`config.mk`:
```
export PLATFORM = sky130hd
export DESIGN_NAME = cpu
export DESIGN_NICKNAME = d
export VERILOG_FILES = /design/src/cpu_isa_pkg.sv /design/src/cpu_ctrl_pkg.sv /design/src/instr_decoder.sv /design/src/reg_file.sv /design/src/exec_unit.sv /design/src/pc_unit.sv /design/src/control_fsm.sv /design/src/cpu.sv
export SDC_FILE = /design/constraint.sdc
export NUM_CORES = 1
export LEC_CHECK = 0
export ABC_AREA = 1
export BUFFER_PORTS_ARGS = -buffer_cell sky130_fd_sc_hd__buf_2
export CAP_MARGIN = 15
export CORE_MARGIN = 2
export CORE_UTILIZATION = 60
export CTS_BUF_LIST = sky130_fd_sc_hd__clkbuf_4 sky130_fd_sc_hd__clkbuf_8
export CTS_CLUSTER_SIZE = 14
export DETAILED_ROUTE_END_ITERATION = 8
export GPL_TIMING_DRIVEN = 0
export HOLD_SLACK_MARGIN = 0.15
export PLACE_DENSITY = 0.81
export SLEW_MARGIN = 20
export SYNTH_ARGS = -nofsm -noshare
export SYNTH_HDL_FRONTEND = slang
export SYNTH_HIERARCHICAL = 1
export SYNTH_SLANG_ARGS = --single-unit
export TNS_END_PERCENT = 5
```
`constraint.sdc`:
```
create_clock -name clk -period 4.3 [get_ports clk]
set_input_delay 0 -clock clk [delete_from_list [all_inputs] [get_ports clk]]
set_output_delay 0 -clock clk [all_outputs]
set_load 0.02 [all_outputs]
```
`src/cpu_isa_pkg.sv`:
```
package cpu_isa_pkg;

  // Datapath and memory widths
  localparam int word_w    = 16;
  localparam int addr_w    = 9;
  localparam int reg_num_w = 3;
  localparam int num_regs  = 1 << reg_num_w;

  // Instruction field positions
  localparam int opc_hi  = 15;
  localparam int opc_lo  = 13;
  localparam int op_hi   = 12;
  localparam int op_lo   = 11;
  localparam int rn_hi   = 10;
  localparam int rn_lo   = 8;
  localparam int rd_hi   = 7;
  localparam int rd_lo   = 5;
  localparam int sh_hi   = 4;
  localparam int sh_lo   = 3;
  localparam int rm_hi   = 2;
  localparam int rm_lo   = 0;
  localparam int imm8_hi = 7;
  localparam int imm5_hi = 4;
  localparam int imm_lo  = 0;

  // MOV with op 10 takes the immediate form, op 00 the register form
  localparam logic [1:0] mov_imm_op = 2'b10;

  typedef logic [word_w-1:0]    word_t;
  typedef logic [addr_w-1:0]    addr_t;
  typedef logic [reg_num_w-1:0] reg_num_t;

  typedef enum logic [2:0] {
    op_branch = 3'b001,
    op_ldr    = 3'b011,
    op_str    = 3'b100,
    op_alu    = 3'b101,
    op_mov    = 3'b110,
    op_halt   = 3'b111
  } opcode_e;

  typedef enum logic [1:0] {
    alu_add = 2'b00,
    alu_cmp = 2'b01,
    alu_and = 2'b10,
    alu_mvn = 2'b11
  } alu_op_e;

  typedef enum logic [1:0] {
    sh_none = 2'b00,
    sh_lsl1 = 2'b01,
    sh_lsr1 = 2'b10,
    sh_asr1 = 2'b11
  } shift_e;

  typedef enum logic [2:0] {
    c_always = 3'b000,
    c_eq     = 3'b001,
    c_ne     = 3'b010,
    c_lt     = 3'b011,
    c_le     = 3'b100
  } cond_e;

  typedef struct packed {
    logic z;
    logic n;
    logic v;
  } flags_t;

  // Decoded view of the instruction register
  typedef struct packed {
    opcode_e  opcode;
    alu_op_e  op;
    cond_e    cond;
    shift_e   shift;
    word_t    sximm5;
    word_t    sximm8;
    reg_num_t reg_num;
  } instr_t;

endpackage

```
`src/cpu_ctrl_pkg.sv`:
```
package cpu_ctrl_pkg;

  localparam int state_w = 4;
  localparam int sel_w   = 2;

  typedef enum logic [state_w-1:0] {
    st_reset,
    st_if1,
    st_if2,
    st_update_pc,
    st_decode,
    st_load_a,
    st_load_b,
    st_alu,
    st_write_reg,
    st_mov_imm,
    st_addr,
    st_mem_wait,
    st_mem_write,
    st_halt
  } state_e;

  typedef enum logic [sel_w-1:0] {
    mem_none,
    mem_read,
    mem_write
  } mem_cmd_e;

  // Which instruction field addresses the register file
  typedef enum logic [sel_w-1:0] {
    sel_rn,
    sel_rd,
    sel_rm
  } reg_sel_e;

  typedef enum logic [sel_w-1:0] {
    wb_c,
    wb_imm8,
    wb_mdata
  } wb_sel_e;

  typedef enum logic [sel_w-1:0] {
    pc_inc,
    pc_branch,
    pc_zero
  } pc_sel_e;

  typedef struct packed {
    reg_sel_e reg_sel;
    logic     rf_write;
    wb_sel_e  wb_sel;
    logic     load_a;
    logic     load_b;
    logic     asel_zero;
    logic     bsel_imm5;
    logic     load_c;
    logic     load_s;
    logic     load_ir;
    logic     load_pc;
    pc_sel_e  pc_sel;
    logic     load_addr;
    logic     addr_sel_pc;
    mem_cmd_e mem_cmd;
  } ctrl_t;

endpackage

```
`src/instr_decoder.sv`:
```
`timescale 1ns/1ns

module instr_decoder (
  input  logic                  clk,
  input  logic                  rst_n,
  input  cpu_isa_pkg::word_t    mdata,
  input  cpu_ctrl_pkg::ctrl_t   ctrl,
  output cpu_isa_pkg::instr_t   instr
);

  cpu_isa_pkg::word_t    ir;
  cpu_isa_pkg::opcode_e  opcode;
  cpu_isa_pkg::reg_num_t rn;
  cpu_isa_pkg::reg_num_t rd;
  cpu_isa_pkg::reg_num_t rm;
  logic                  shift_used;

  always_ff @(posedge clk or negedge rst_n) begin
    if (!rst_n) begin
      ir <= '0;
    end else if (ctrl.load_ir) begin
      ir <= mdata;
    end
  end

  assign opcode = cpu_isa_pkg::opcode_e'(ir[cpu_isa_pkg::opc_hi:cpu_isa_pkg::opc_lo]);
  assign rn     = ir[cpu_isa_pkg::rn_hi:cpu_isa_pkg::rn_lo];
  assign rd     = ir[cpu_isa_pkg::rd_hi:cpu_isa_pkg::rd_lo];
  assign rm     = ir[cpu_isa_pkg::rm_hi:cpu_isa_pkg::rm_lo];

  // Bits 4:3 are part of imm5 for loads and stores, so only MOV and ALU shift
  assign shift_used = (opcode == cpu_isa_pkg::op_mov) || (opcode == cpu_isa_pkg::op_alu);

  always_comb begin
    instr.opcode = opcode;
    instr.op     = cpu_isa_pkg::alu_op_e'(ir[cpu_isa_pkg::op_hi:cpu_isa_pkg::op_lo]);
    instr.cond   = cpu_isa_pkg::cond_e'(ir[cpu_isa_pkg::rn_hi:cpu_isa_pkg::rn_lo]);
    instr.shift  = shift_used ?
                   cpu_isa_pkg::shift_e'(ir[cpu_isa_pkg::sh_hi:cpu_isa_pkg::sh_lo]) :
                   cpu_isa_pkg::sh_none;
    // Sign extension of the two immediates
    instr.sximm5 = {{(cpu_isa_pkg::word_w - cpu_isa_pkg::imm5_hi - 1){ir[cpu_isa_pkg::imm5_hi]}},
                    ir[cpu_isa_pkg::imm5_hi:cpu_isa_pkg::imm_lo]};
    instr.sximm8 = {{(cpu_isa_pkg::word_w - cpu_isa_pkg::imm8_hi - 1){ir[cpu_isa_pkg::imm8_hi]}},
                    ir[cpu_isa_pkg::imm8_hi:cpu_isa_pkg::imm_lo]};
    case (ctrl.reg_sel)
      cpu_ctrl_pkg::sel_rn: instr.reg_num = rn;
      cpu_ctrl_pkg::sel_rd: instr.reg_num = rd;
      default:              instr.reg_num = rm;
    endcase
  end

endmodule

```
`src/reg_file.sv`:
```
`timescale 1ns/1ns

module reg_file (
  input  logic                clk,
  input  cpu_isa_pkg::instr_t instr,
  input  cpu_ctrl_pkg::ctrl_t ctrl,
  input  cpu_isa_pkg::word_t  c_value,
  input  cpu_isa_pkg::word_t  mdata,
  output cpu_isa_pkg::word_t  rd_data
);

  cpu_isa_pkg::word_t regs [0:cpu_isa_pkg::num_regs-1];
  cpu_isa_pkg::word_t wb_data;

  // Write-back source
  always_comb begin
    case (ctrl.wb_sel)
      cpu_ctrl_pkg::wb_c:    wb_data = c_value;
      cpu_ctrl_pkg::wb_imm8: wb_data = instr.sximm8;
      default:               wb_data = mdata;
    endcase
  end

  always_ff @(posedge clk) begin
    if (ctrl.rf_write) begin
      regs[instr.reg_num] <= wb_data;
    end
  end

  // Read and write share the same register number
  assign rd_data = regs[instr.reg_num];

endmodule

```
`src/exec_unit.sv`:
```
`timescale 1ns/1ns

module exec_unit (
  input  logic                clk,
  input  logic                rst_n,
  input  cpu_ctrl_pkg::ctrl_t ctrl,
  input  cpu_isa_pkg::instr_t instr,
  input  cpu_isa_pkg::word_t  rd_data,
  output cpu_isa_pkg::word_t  out,
  output cpu_isa_pkg::flags_t flags
);

  localparam int msb = cpu_isa_pkg::word_w - 1;

  cpu_isa_pkg::word_t   a;
  cpu_isa_pkg::word_t   b;
  cpu_isa_pkg::word_t   c;
  cpu_isa_pkg::word_t   b_shifted;
  cpu_isa_pkg::word_t   ain;
  cpu_isa_pkg::word_t   bin;
  cpu_isa_pkg::word_t   alu_out;
  cpu_isa_pkg::alu_op_e alu_op;
  logic                 ovf;

  // Operand registers
  always_ff @(posedge clk or negedge rst_n) begin
    if (!rst_n) begin
      a <= '0;
      b <= '0;
    end else begin
      if (ctrl.load_a) begin
        a <= rd_data;
      end
      if (ctrl.load_b) begin
        b <= rd_data;
      end
    end
  end

  // One-bit shifter on B
  always_comb begin
    case (instr.shift)
      cpu_isa_pkg::sh_lsl1: b_shifted = {b[msb-1:0], 1'b0};
      cpu_isa_pkg::sh_lsr1: b_shifted = {1'b0, b[msb:1]};
      cpu_isa_pkg::sh_asr1: b_shifted = {b[msb], b[msb:1]};
      default:              b_shifted = b;
    endcase
  end

  assign ain = ctrl.asel_zero ? '0 : a;
  assign bin = ctrl.bsel_imm5 ? instr.sximm5 : b_shifted;

  // Address and move steps reuse the adder
  assign alu_op = (instr.opcode == cpu_isa_pkg::op_alu) ? instr.op : cpu_isa_pkg::alu_add;

  always_comb begin
    ovf = 1'b0;
    case (alu_op)
      cpu_isa_pkg::alu_add: begin
        alu_out = ain + bin;
        ovf     = (ain[msb] == bin[msb]) && (alu_out[msb] != ain[msb]);
      end
      cpu_isa_pkg::alu_cmp: begin
        alu_out = ain - bin;
        ovf     = (ain[msb] != bin[msb]) && (alu_out[msb] != ain[msb]);
      end
      cpu_isa_pkg::alu_and: alu_out = ain & bin;
      default:              alu_out = ~bin;
    endcase
  end

  always_ff @(posedge clk or negedge rst_n) begin
    if (!rst_n) begin
      c     <= '0;
      flags <= '0;
    end else begin
      if (ctrl.load_c) begin
        c <= alu_out;
      end
      if (ctrl.load_s) begin
        flags.z <= (alu_out == '0);
        flags.n <= alu_out[msb];
        flags.v <= ovf;
      end
    end
  end

  assign out = c;

endmodule

```
`src/pc_unit.sv`:
```
`timescale 1ns/1ns

module pc_unit (
  input  logic                clk,
  input  logic                rst_n,
  input  cpu_ctrl_pkg::ctrl_t ctrl,
  input  cpu_isa_pkg::word_t  sximm8,
  input  cpu_isa_pkg::word_t  c_value,
  output cpu_isa_pkg::addr_t  mem_addr
);

  cpu_isa_pkg::addr_t pc;
  cpu_isa_pkg::addr_t pc_next;
  cpu_isa_pkg::addr_t target;
  cpu_isa_pkg::addr_t data_addr;

  // PC already points past the branch when the target is formed
  assign target = pc + sximm8[cpu_isa_pkg::addr_w-1:0];

  always_comb begin
    case (ctrl.pc_sel)
      cpu_ctrl_pkg::pc_inc:    pc_next = pc + 1'b1;
      cpu_ctrl_pkg::pc_branch: pc_next = target;
      default:                 pc_next = '0;
    endcase
  end

  always_ff @(posedge clk or negedge rst_n) begin
    if (!rst_n) begin
      pc <= '0;
    end else if (ctrl.load_pc) begin
      pc <= pc_next;
    end
  end

  // Load and store address from the low bits of C
  always_ff @(posedge clk) begin
    if (ctrl.load_addr) begin
      data_addr <= c_value[cpu_isa_pkg::addr_w-1:0];
    end
  end

  assign mem_addr = ctrl.addr_sel_pc ? pc : data_addr;

endmodule

```
`src/control_fsm.sv`:
```
`timescale 1ns/1ns

module control_fsm (
  input  logic                   clk,
  input  logic                   rst_n,
  input  cpu_isa_pkg::instr_t    instr,
  input  cpu_isa_pkg::flags_t    flags,
  output cpu_ctrl_pkg::ctrl_t    ctrl,
  output cpu_ctrl_pkg::mem_cmd_e mem_cmd,
  output logic                   halted
);

  cpu_ctrl_pkg::state_e state;
  cpu_ctrl_pkg::state_e state_next;
  logic                 take;
  logic                 is_ldr;
  logic                 is_str;
  logic                 is_cmp;

  assign is_ldr = (instr.opcode == cpu_isa_pkg::op_ldr);
  assign is_str = (instr.opcode == cpu_isa_pkg::op_str);
  assign is_cmp = (instr.opcode == cpu_isa_pkg::op_alu) && (instr.op == cpu_isa_pkg::alu_cmp);

  always_ff @(posedge clk or negedge rst_n) begin
    if (!rst_n) begin
      state <= cpu_ctrl_pkg::st_reset;
    end else begin
      state <= state_next;
    end
  end

  // Branch condition against the status flags
  always_comb begin
    case (instr.cond)
      cpu_isa_pkg::c_always: take = 1'b1;
      cpu_isa_pkg::c_eq:     take = flags.z;
      cpu_isa_pkg::c_ne:     take = !flags.z;
      cpu_isa_pkg::c_lt:     take = flags.n ^ flags.v;
      cpu_isa_pkg::c_le:     take = (flags.n ^ flags.v) | flags.z;
      default:               take = 1'b0;
    endcase
  end

  always_comb begin
    state_next = state;
    case (state)
      cpu_ctrl_pkg::st_reset:     state_next = cpu_ctrl_pkg::st_if1;
      cpu_ctrl_pkg::st_if1:       state_next = cpu_ctrl_pkg::st_if2;
      cpu_ctrl_pkg::st_if2:       state_next = cpu_ctrl_pkg::st_update_pc;
      cpu_ctrl_pkg::st_update_pc: state_next = cpu_ctrl_pkg::st_decode;
      cpu_ctrl_pkg::st_decode: begin
        case (instr.opcode)
          cpu_isa_pkg::op_mov:
            state_next = (instr.op == cpu_isa_pkg::mov_imm_op) ?
                         cpu_ctrl_pkg::st_mov_imm : cpu_ctrl_pkg::st_load_b;
          cpu_isa_pkg::op_alu,
          cpu_isa_pkg::op_ldr,
          cpu_isa_pkg::op_str:  state_next = cpu_ctrl_pkg::st_load_a;
          cpu_isa_pkg::op_halt: state_next = cpu_ctrl_pkg::st_halt;
          // Branches and unknown opcodes go straight to the next fetch
          default:              state_next = cpu_ctrl_pkg::st_if1;
        endcase
      end
      cpu_ctrl_pkg::st_load_a:
        state_next = (is_ldr || is_str) ? cpu_ctrl_pkg::st_alu : cpu_ctrl_pkg::st_load_b;
      cpu_ctrl_pkg::st_load_b:
        state_next = is_str ? cpu_ctrl_pkg::st_mem_wait : cpu_ctrl_pkg::st_alu;
      cpu_ctrl_pkg::st_alu: begin
        if (is_ldr || is_str) begin
          state_next = cpu_ctrl_pkg::st_addr;
        end else if (is_cmp) begin
          state_next = cpu_ctrl_pkg::st_if1;
        end else begin
          state_next = cpu_ctrl_pkg::st_write_reg;
        end
      end
      cpu_ctrl_pkg::st_addr:
        state_next = is_str ? cpu_ctrl_pkg::st_load_b : cpu_ctrl_pkg::st_mem_wait;
      cpu_ctrl_pkg::st_mem_wait:
        state_next = is_str ? cpu_ctrl_pkg::st_mem_write : cpu_ctrl_pkg::st_write_reg;
      cpu_ctrl_pkg::st_write_reg,
      cpu_ctrl_pkg::st_mov_imm,
      cpu_ctrl_pkg::st_mem_write: state_next = cpu_ctrl_pkg::st_if1;
      cpu_ctrl_pkg::st_halt:      state_next = cpu_ctrl_pkg::st_halt;
      default:                    state_next = cpu_ctrl_pkg::st_reset;
    endcase
  end

  // Control word per state
  always_comb begin
    ctrl = '0;
    ctrl.reg_sel     = cpu_ctrl_pkg::sel_rn;
    ctrl.wb_sel      = cpu_ctrl_pkg::wb_c;
    ctrl.pc_sel      = cpu_ctrl_pkg::pc_inc;
    ctrl.addr_sel_pc = 1'b1;
    ctrl.mem_cmd     = cpu_ctrl_pkg::mem_none;
    case (state)
      cpu_ctrl_pkg::st_reset: begin
        ctrl.load_pc = 1'b1;
        ctrl.pc_sel  = cpu_ctrl_pkg::pc_zero;
      end
      cpu_ctrl_pkg::st_if1: ctrl.mem_cmd = cpu_ctrl_pkg::mem_read;
      cpu_ctrl_pkg::st_if2: begin
        ctrl.mem_cmd = cpu_ctrl_pkg::mem_read;
        ctrl.load_ir = 1'b1;
      end
      cpu_ctrl_pkg::st_update_pc: ctrl.load_pc = 1'b1;
      cpu_ctrl_pkg::st_decode: begin
        // Not taken keeps the PC that already points to the next instruction
        if (instr.opcode == cpu_isa_pkg::op_branch) begin
          ctrl.pc_sel  = take ? cpu_ctrl_pkg::pc_branch : cpu_ctrl_pkg::pc_inc;
          ctrl.load_pc = take;
        end
      end
      cpu_ctrl_pkg::st_load_a: ctrl.load_a = 1'b1;
      cpu_ctrl_pkg::st_load_b: begin
        ctrl.reg_sel = is_str ? cpu_ctrl_pkg::sel_rd : cpu_ctrl_pkg::sel_rm;
        ctrl.load_b  = 1'b1;
      end
      cpu_ctrl_pkg::st_alu: begin
        ctrl.asel_zero = (instr.opcode == cpu_isa_pkg::op_mov);
        ctrl.bsel_imm5 = is_ldr || is_str;
        ctrl.load_c    = !is_cmp;
        ctrl.load_s    = (instr.opcode == cpu_isa_pkg::op_alu);
      end
      cpu_ctrl_pkg::st_write_reg: begin
        ctrl.reg_sel  = cpu_ctrl_pkg::sel_rd;
        ctrl.rf_write = 1'b1;
        if (is_ldr) begin
          ctrl.wb_sel      = cpu_ctrl_pkg::wb_mdata;
          ctrl.addr_sel_pc = 1'b0;
          ctrl.mem_cmd     = cpu_ctrl_pkg::mem_read;
        end
      end
      cpu_ctrl_pkg::st_mov_imm: begin
        ctrl.wb_sel   = cpu_ctrl_pkg::wb_imm8;
        ctrl.rf_write = 1'b1;
      end
      cpu_ctrl_pkg::st_addr: ctrl.load_addr = 1'b1;
      cpu_ctrl_pkg::st_mem_wait: begin
        ctrl.addr_sel_pc = 1'b0;
        // Store passes Rd through to C while a load starts the read
        if (is_str) begin
          ctrl.asel_zero = 1'b1;
          ctrl.load_c    = 1'b1;
        end else begin
          ctrl.mem_cmd = cpu_ctrl_pkg::mem_read;
        end
      end
      cpu_ctrl_pkg::st_mem_write: begin
        ctrl.addr_sel_pc = 1'b0;
        ctrl.mem_cmd     = cpu_ctrl_pkg::mem_write;
      end
      default: ctrl.load_pc = 1'b0;
    endcase
  end

  assign mem_cmd = ctrl.mem_cmd;
  assign halted  = (state == cpu_ctrl_pkg::st_halt);

endmodule

```
`src/cpu.sv`:
```
`timescale 1ns/1ns

module cpu (
  input  logic                   clk,
  input  logic                   rst_n,
  input  cpu_isa_pkg::word_t     mdata,
  output cpu_isa_pkg::addr_t     mem_addr,
  output cpu_ctrl_pkg::mem_cmd_e mem_cmd,
  output cpu_isa_pkg::word_t     out,
  output logic                   halted
);

  cpu_ctrl_pkg::ctrl_t ctrl;
  cpu_isa_pkg::instr_t instr;
  cpu_isa_pkg::flags_t flags;
  cpu_isa_pkg::word_t  rd_data;

  control_fsm u_control_fsm (
    .clk     (clk),
    .rst_n   (rst_n),
    .instr   (instr),
    .flags   (flags),
    .ctrl    (ctrl),
    .mem_cmd (mem_cmd),
    .halted  (halted)
  );

  pc_unit u_pc_unit (
    .clk      (clk),
    .rst_n    (rst_n),
    .ctrl     (ctrl),
    .sximm8   (instr.sximm8),
    .c_value  (out),
    .mem_addr (mem_addr)
  );

  instr_decoder u_instr_decoder (
    .clk   (clk),
    .rst_n (rst_n),
    .mdata (mdata),
    .ctrl  (ctrl),
    .instr (instr)
  );

  reg_file u_reg_file (
    .clk     (clk),
    .instr   (instr),
    .ctrl    (ctrl),
    .c_value (out),
    .mdata   (mdata),
    .rd_data (rd_data)
  );

  exec_unit u_exec_unit (
    .clk     (clk),
    .rst_n   (rst_n),
    .ctrl    (ctrl),
    .instr   (instr),
    .rd_data (rd_data),
    .out     (out),
    .flags   (flags)
  );

endmodule

```
# --- After elaboration in Yosys (flattened, before gate mapping) ---
# Memories as Yosys holds them, arrays and structs flattened.
# Cells that the tools add are included.
word_totals:
  reg_bits: 89
  ram_bits: 128
  input_bits: 18
  output_inout_bits: 28
  wordCells: 119
  n_memories: 1
mem_list:
  columns: ["memory", "words", "word_bits", "rd", "rd_ports_with_merged_regs", "write_ports", "line", "source"]
  rows:
  - ["u_reg_file.regs", 8, 16, 1, 0, 1, "reg_file.sv:12", "cpu_isa_pkg::word_t regs [0:cpu_isa_pkg::num_regs-1];"]
op_classes:
  add_sub_neg: 4
  eq_ne: 37
  mux: 44
  bitwise_logic: 4
  n_reduce_logical: 19
ops:
  columns: ["operator", "n"]
  rows:
  - ["$pmux W16 S3", 2]
  - ["$pmux W4 S11", 1]
  - ["$mux W16", 2]
  - ["$pmux W16 S2", 1]
  - ["$eq A4 B4 Y1 const B", 6]
  - ["$mux W4", 5]
  - ["$pmux W9 S2", 1]
  - ["$add A16 B16 Y16", 1]
  - ["$and A16 B16 Y16", 1]
  - ["$eq A4 B3 Y1 const B", 4]
  - ["$logic_not A16 Y1", 1]
  - ["$not A16 Y16", 1]
  - ["$sub A16 B16 Y16", 1]
  - ["$eq A3 B3 Y1 const B", 5]
  - ["$eq A2 B1 Y1 const B", 6]
  - ["$mux W1", 12]
  - ["$pmux W3 S2", 2]
  - ["$pmux W4 S3", 1]
  - ["$pmux W1 S2", 5]
  - ["$add A9 B1 Y9 const B", 1]
  - ["$add A9 B9 Y9", 1]
  - ["$eq A3 B2 Y1 const B", 3]
  - ["$mux W3", 3]
  - ["$mux W9", 1]
  - ["other kinds (21)", 41]

# --- Logic depth before layout (Yosys ltp) ---
logic_depth:
  depth_word: 10
  ltp_mapped: 28

# --- Modules after synthesis ---
# The synthesis kept the hierarchy.
modules_own_cells:
  columns: ["module", "n_inst", "cells_per_inst", "area_each_um2", "seq_area_each_um2"]
  rows:
  - ["reg_file", 1, 636, 5979.5, 3843.7]
  - ["exec_unit", 1, 792, 4923.5, 1276.2]
  - ["pc_unit", 1, 150, 1171.1, 495.5]
  - ["instr_decoder", 1, 110, 910.9, 400.4]
  - ["control_fsm", 1, 125, 666.9, 100.1]

# --- Least setup slack after synthesis ---
# OpenSTA, ideal clock, no wires.
synth_timing:
  path_kind: "register to register"
  from: "register u_instr_decoder.ir[14]"
  to: "register u_exec_unit/flags[0] (netlist name)"
  setup_ns: 0.118
  arrival_time_ns: 3.010
  t_required_ns: 4.182
  slack_ns: 1.172
  stages_incl_launch_ff: 21
  n_path_buf: 2
  synth_period_minus_slack_ns: 3.128
  path_cell_list: "dfrtp_1 > nor2_1 > nor3_1 > nand2_4 > buf_4 > o221ai_1 > and2_1 > inv_1 > ha_1 > buf_2 > inv_1 > nand2_1 > inv_1 > nand2_1 > inv_1 > a21oi_1 > nand2_1 > xor2_1 > nand3_1 > a21oi_1 > a21o_1"
synth_rtl:
  columns: ["element", "line", "source"]
  rows:
  - ["start: declaration", "instr_decoder.sv:11", "cpu_isa_pkg::word_t ir;"]
  - ["start signal: assignment", "instr_decoder.sv:22", "ir <= mdata;"]

==> metrics.cfg <==
[yosys]
synth.area.top_cells = edfxtp_1 (30%), nand2_1 (16%), dfrtp_1 (15%)
ys_seq_elements = 217
yosysSeqAreaShare = 0.448
synth_nets = 1874
synth_cell_types = 48
yosysWarnings = 6
yosysTopAreaCell = edfxtp_1
yosys_most_used_dff = edfxtp_1
synthCells = 1813
async_flop_share = 0.369
syn_avg_cell_area_sq_um = 7.53
netlist_area_sq_mm = 0.0137
yosysTopAreaCellShare = 0.301
synth_edf_count = 137

[detailed_routing]
route.detailed.drc = 0
viasPerCell = 5.38
vias = 12000
ant_nets = 0
drt_pre_antenna_iters = 7
wl_per_cell_microns = 16.8
first_iter_violations = 1533
drt_wl_total_microns = 37500

[sta]
fin_skew_ns = 0.0214
rsz0062_at_grt = false
tns_ns = 0
finalMaxSlewViolations = 0
max_freq_mhz = 253
period_share = 0.919
setup_viol = 0
slew_headroom = 0.366
tightest_slew_ns = 0.950
hold_ws_ns = 0.252
fin_crit_ns = 3.95
hold_viol_final = 0

[worst_setup_path]
crit_chain = nor2_1 -> nand2_1 -> inv_1 -> nand2_1 -> o21ai_0 -> clkbuf_2 -> clkbuf_2 -> nor2_1 -> ha_1 -> inv_1 -> nand2_1 -> nor2_1 -> nand3_1 -> nand2_1 -> nand2_1 -> nand3_1 -> nand3_1 -> o21ai_1 -> nand2_1 -> nor2_1 -> nand4_1 -> nand2_1
setup.worst_path.end_class = flop
start_kind = flop
crit_start = u_instr_decoder/ir[14]
rrSetupSlack_ns = 0.35
path_buf_inv = 4
worst-r2r-cell-count = 22
crit_end = u_exec_unit/flags[2]
crit_top_cell = nand2_1
slowest_delay_ns = 0.52
cp_max_fo = 13
crit_type = flop to flop
cp.required_ns = 4.77
cpLargestDelayFamily = simple AND/OR/NAND/NOR gates
slowest_stage = dfrtp_2
r2r-end = u_exec_unit/flags[2]
crit_arrival_ns = 4.43
crit_cells = 22
r2r_start = u_instr_decoder/ir[14]

[clock_network]
cts_tree = yes
clk_path_buf_depth = 3
numCtsBuffers = 37
post-cts-setup-buffers = 0
clk_latency_ns = 0.55
cts.sinks = 217
clk_pin_slew_ns = 0.06
htreeDepth = 2
clock-root-buffer = clkbuf_8

[placed_design]
gp_congestion = 0.994
portBuffers = 45
place_area_sq_mm = 0.0143
place_hpwl_microns = 28300

[pwr]
power_leakage_nw = 7.80
clkPwrFrac = 0.140
p_sw_mw = 6.80
swShare = 0.518
fin_total_pwr_mw = 13.1
power_density_mw_per_mm2 = 860
power_frac_comb = 0.612
p_seq_frac = 0.248
vdd_drop_max_mv = 0.362
internal_power_mw = 6.32

[global_routing]
grt_remaining_overflow = 0
grt.total_usage = 0.315
antenna_found_initial = 0
first_global_vias = 11200
grt_pass1_wl_microns = 58800
grt_max_degree = 47

[floorplan]
core-area_sq_mm = 0.0225
num_io_pins = 46
rows = 55
die_y_microns = 155
start_util = 0.607
die-width_microns = 155
dieArea_sq_mm = 0.0240

[final_layout]
syn2layout_area_growth_pct = 11.7
multi_input_area_sq_mm = 0.00563
final_area_sq_mm = 0.0153
layout.nets = 1981
n_antenna_cell = 0
seq_area_sq_mm = 0.00612
final_common_cell = nand2_1
drive_above_1_share = 0.137
final_cell_mix = nand2_1 (584), inv_1 (358), nand3_1 (175)
fin_util = 0.678
fillers = 1850

[min_path]
hp-class = input pin to flop

[outcome]
status = completed

[job]
drv_cap = 0

synth_stat cells (2+ instances only):
cell,number
nor2_4,5
o221ai_1,3
nand2_1,584
and2_1,7
buf_6,9
nor2_2,10
a21oi_1,36
nand4_1,13
buf_2,27
nand2_4,3
clkbuf_1,13
nand2_2,3
nand3_1,175
dfrtp_1,80
nor2_1,100
xnor2_1,3
or2_1,2
o21ai_1,8
o21ai_2,6
o21a_1,5
o22ai_1,11
fa_1,3
xor2_1,2
buf_4,30
or2_2,2
o211ai_1,3
mux2_2,13
nor3_1,2
ha_1,40
nand3_2,15
o21bai_1,2
inv_1,358
inv_2,11
edfxtp_1,137
o21ai_0,79
worst min-delay path by stage:
stage	slack [ns]	depth (start not counted)	from	endpoint
finish	0.25	4	mdata[5]	u_instr_decoder/ir[5]
global route	0.26	4	mdata[5]	u_instr_decoder/ir[5]
CTS	0.23	4	mdata[5]	u_instr_decoder/ir[5]
detailed placement	-0.009	1	rst_n	u_pc_unit/pc[2]
global placement	0.23	3	mdata[7]	u_instr_decoder/ir[7]
floorplan	-0.30	0	rst_n	u_control_fsm/state[0]
logic make-up after synthesis:
group | synth area share
XOR/XNOR | 0.00321
buffers and inverters | 0.141
multiplexers | 0.0107
AO/OA/AOI/OAI | 0.0642
AND/OR/NAND/NOR | 0.292
adder cells (fa/ha/maj) | 0.0411
flip-flops | 0.448
power groups by stage:
| stage | Sequential, mW | Clock, mW | Combinational [mW] |
|---|---|---|---|
| finish | 3.26 | 1.84 | 8.02 |
| global route | 3.29 | 1.95 | 8.81 |
| CTS | 3.24 | 1.86 | 7.84 |
| detailed placement | 3.28 | 0 | 7.77 |
| global placement | 3.27 | 0 | 7.55 |
| floorplan | 3.18 | 0 | 5.56 |
worst min-delay path, delay by kind of cell:
kind	cells	cell delay (ns)
buffers and inverters	2	0.64
AOI/OAI and AO/OA	1	0.06
and+or+nand+nor	1	0.05
registers in the layout, indices dropped and copies added, names as in the netlist:
name,count
u_instr_decoder/ir,16
u_exec_unit/out,16
u_exec_unit/a,16
u_control_fsm/state,4
u_pc_unit/data_addr,9
u_pc_unit/pc,9
u_exec_unit/b,16
u_reg_file/regs,128
u_exec_unit/flags,3
what timing repair did:
item,in CTS,in global routing
gates resized for setup,0,8
hold buffers,19,0
setup endpoints to repair,0,9
hold endpoints to repair,207,0
layer usage:
| layer | GRT usage | vias to the layer above | routed length (microns) |
|---|---|---|---|
| li1 | - | 5846 | - |
| met1 | 0.438 | 5462 | 15700 |
| met2 | 0.500 | 622 | 16700 |
| met3 | 0.0406 | 100 | 3520 |
| met4 | 0.141 | 0 | 1600 |
| met5 | 0 | - | 0 |
area by class of cell:
cell class              instances  share of cell area
clock inverters                14             0.00484
repair buffers                 68              0.0321
well taps                     285              0.0234
plain buffers                  81              0.0349
multi-input cells            1144               0.369
clock buffers                  54              0.0430
flip-flops and latches        217               0.401
inverters                     371              0.0914
stage by stage:
stage               setup WS (ns)  cells
CTS                         0.136   2234
detailed placement          0.163   2147
global route               0.0302   2234
floorplan                    1.17   1813
global placement            0.169   2143
finish                      0.347   2234
Note: power is estimated with default switching activity, not from simulation.
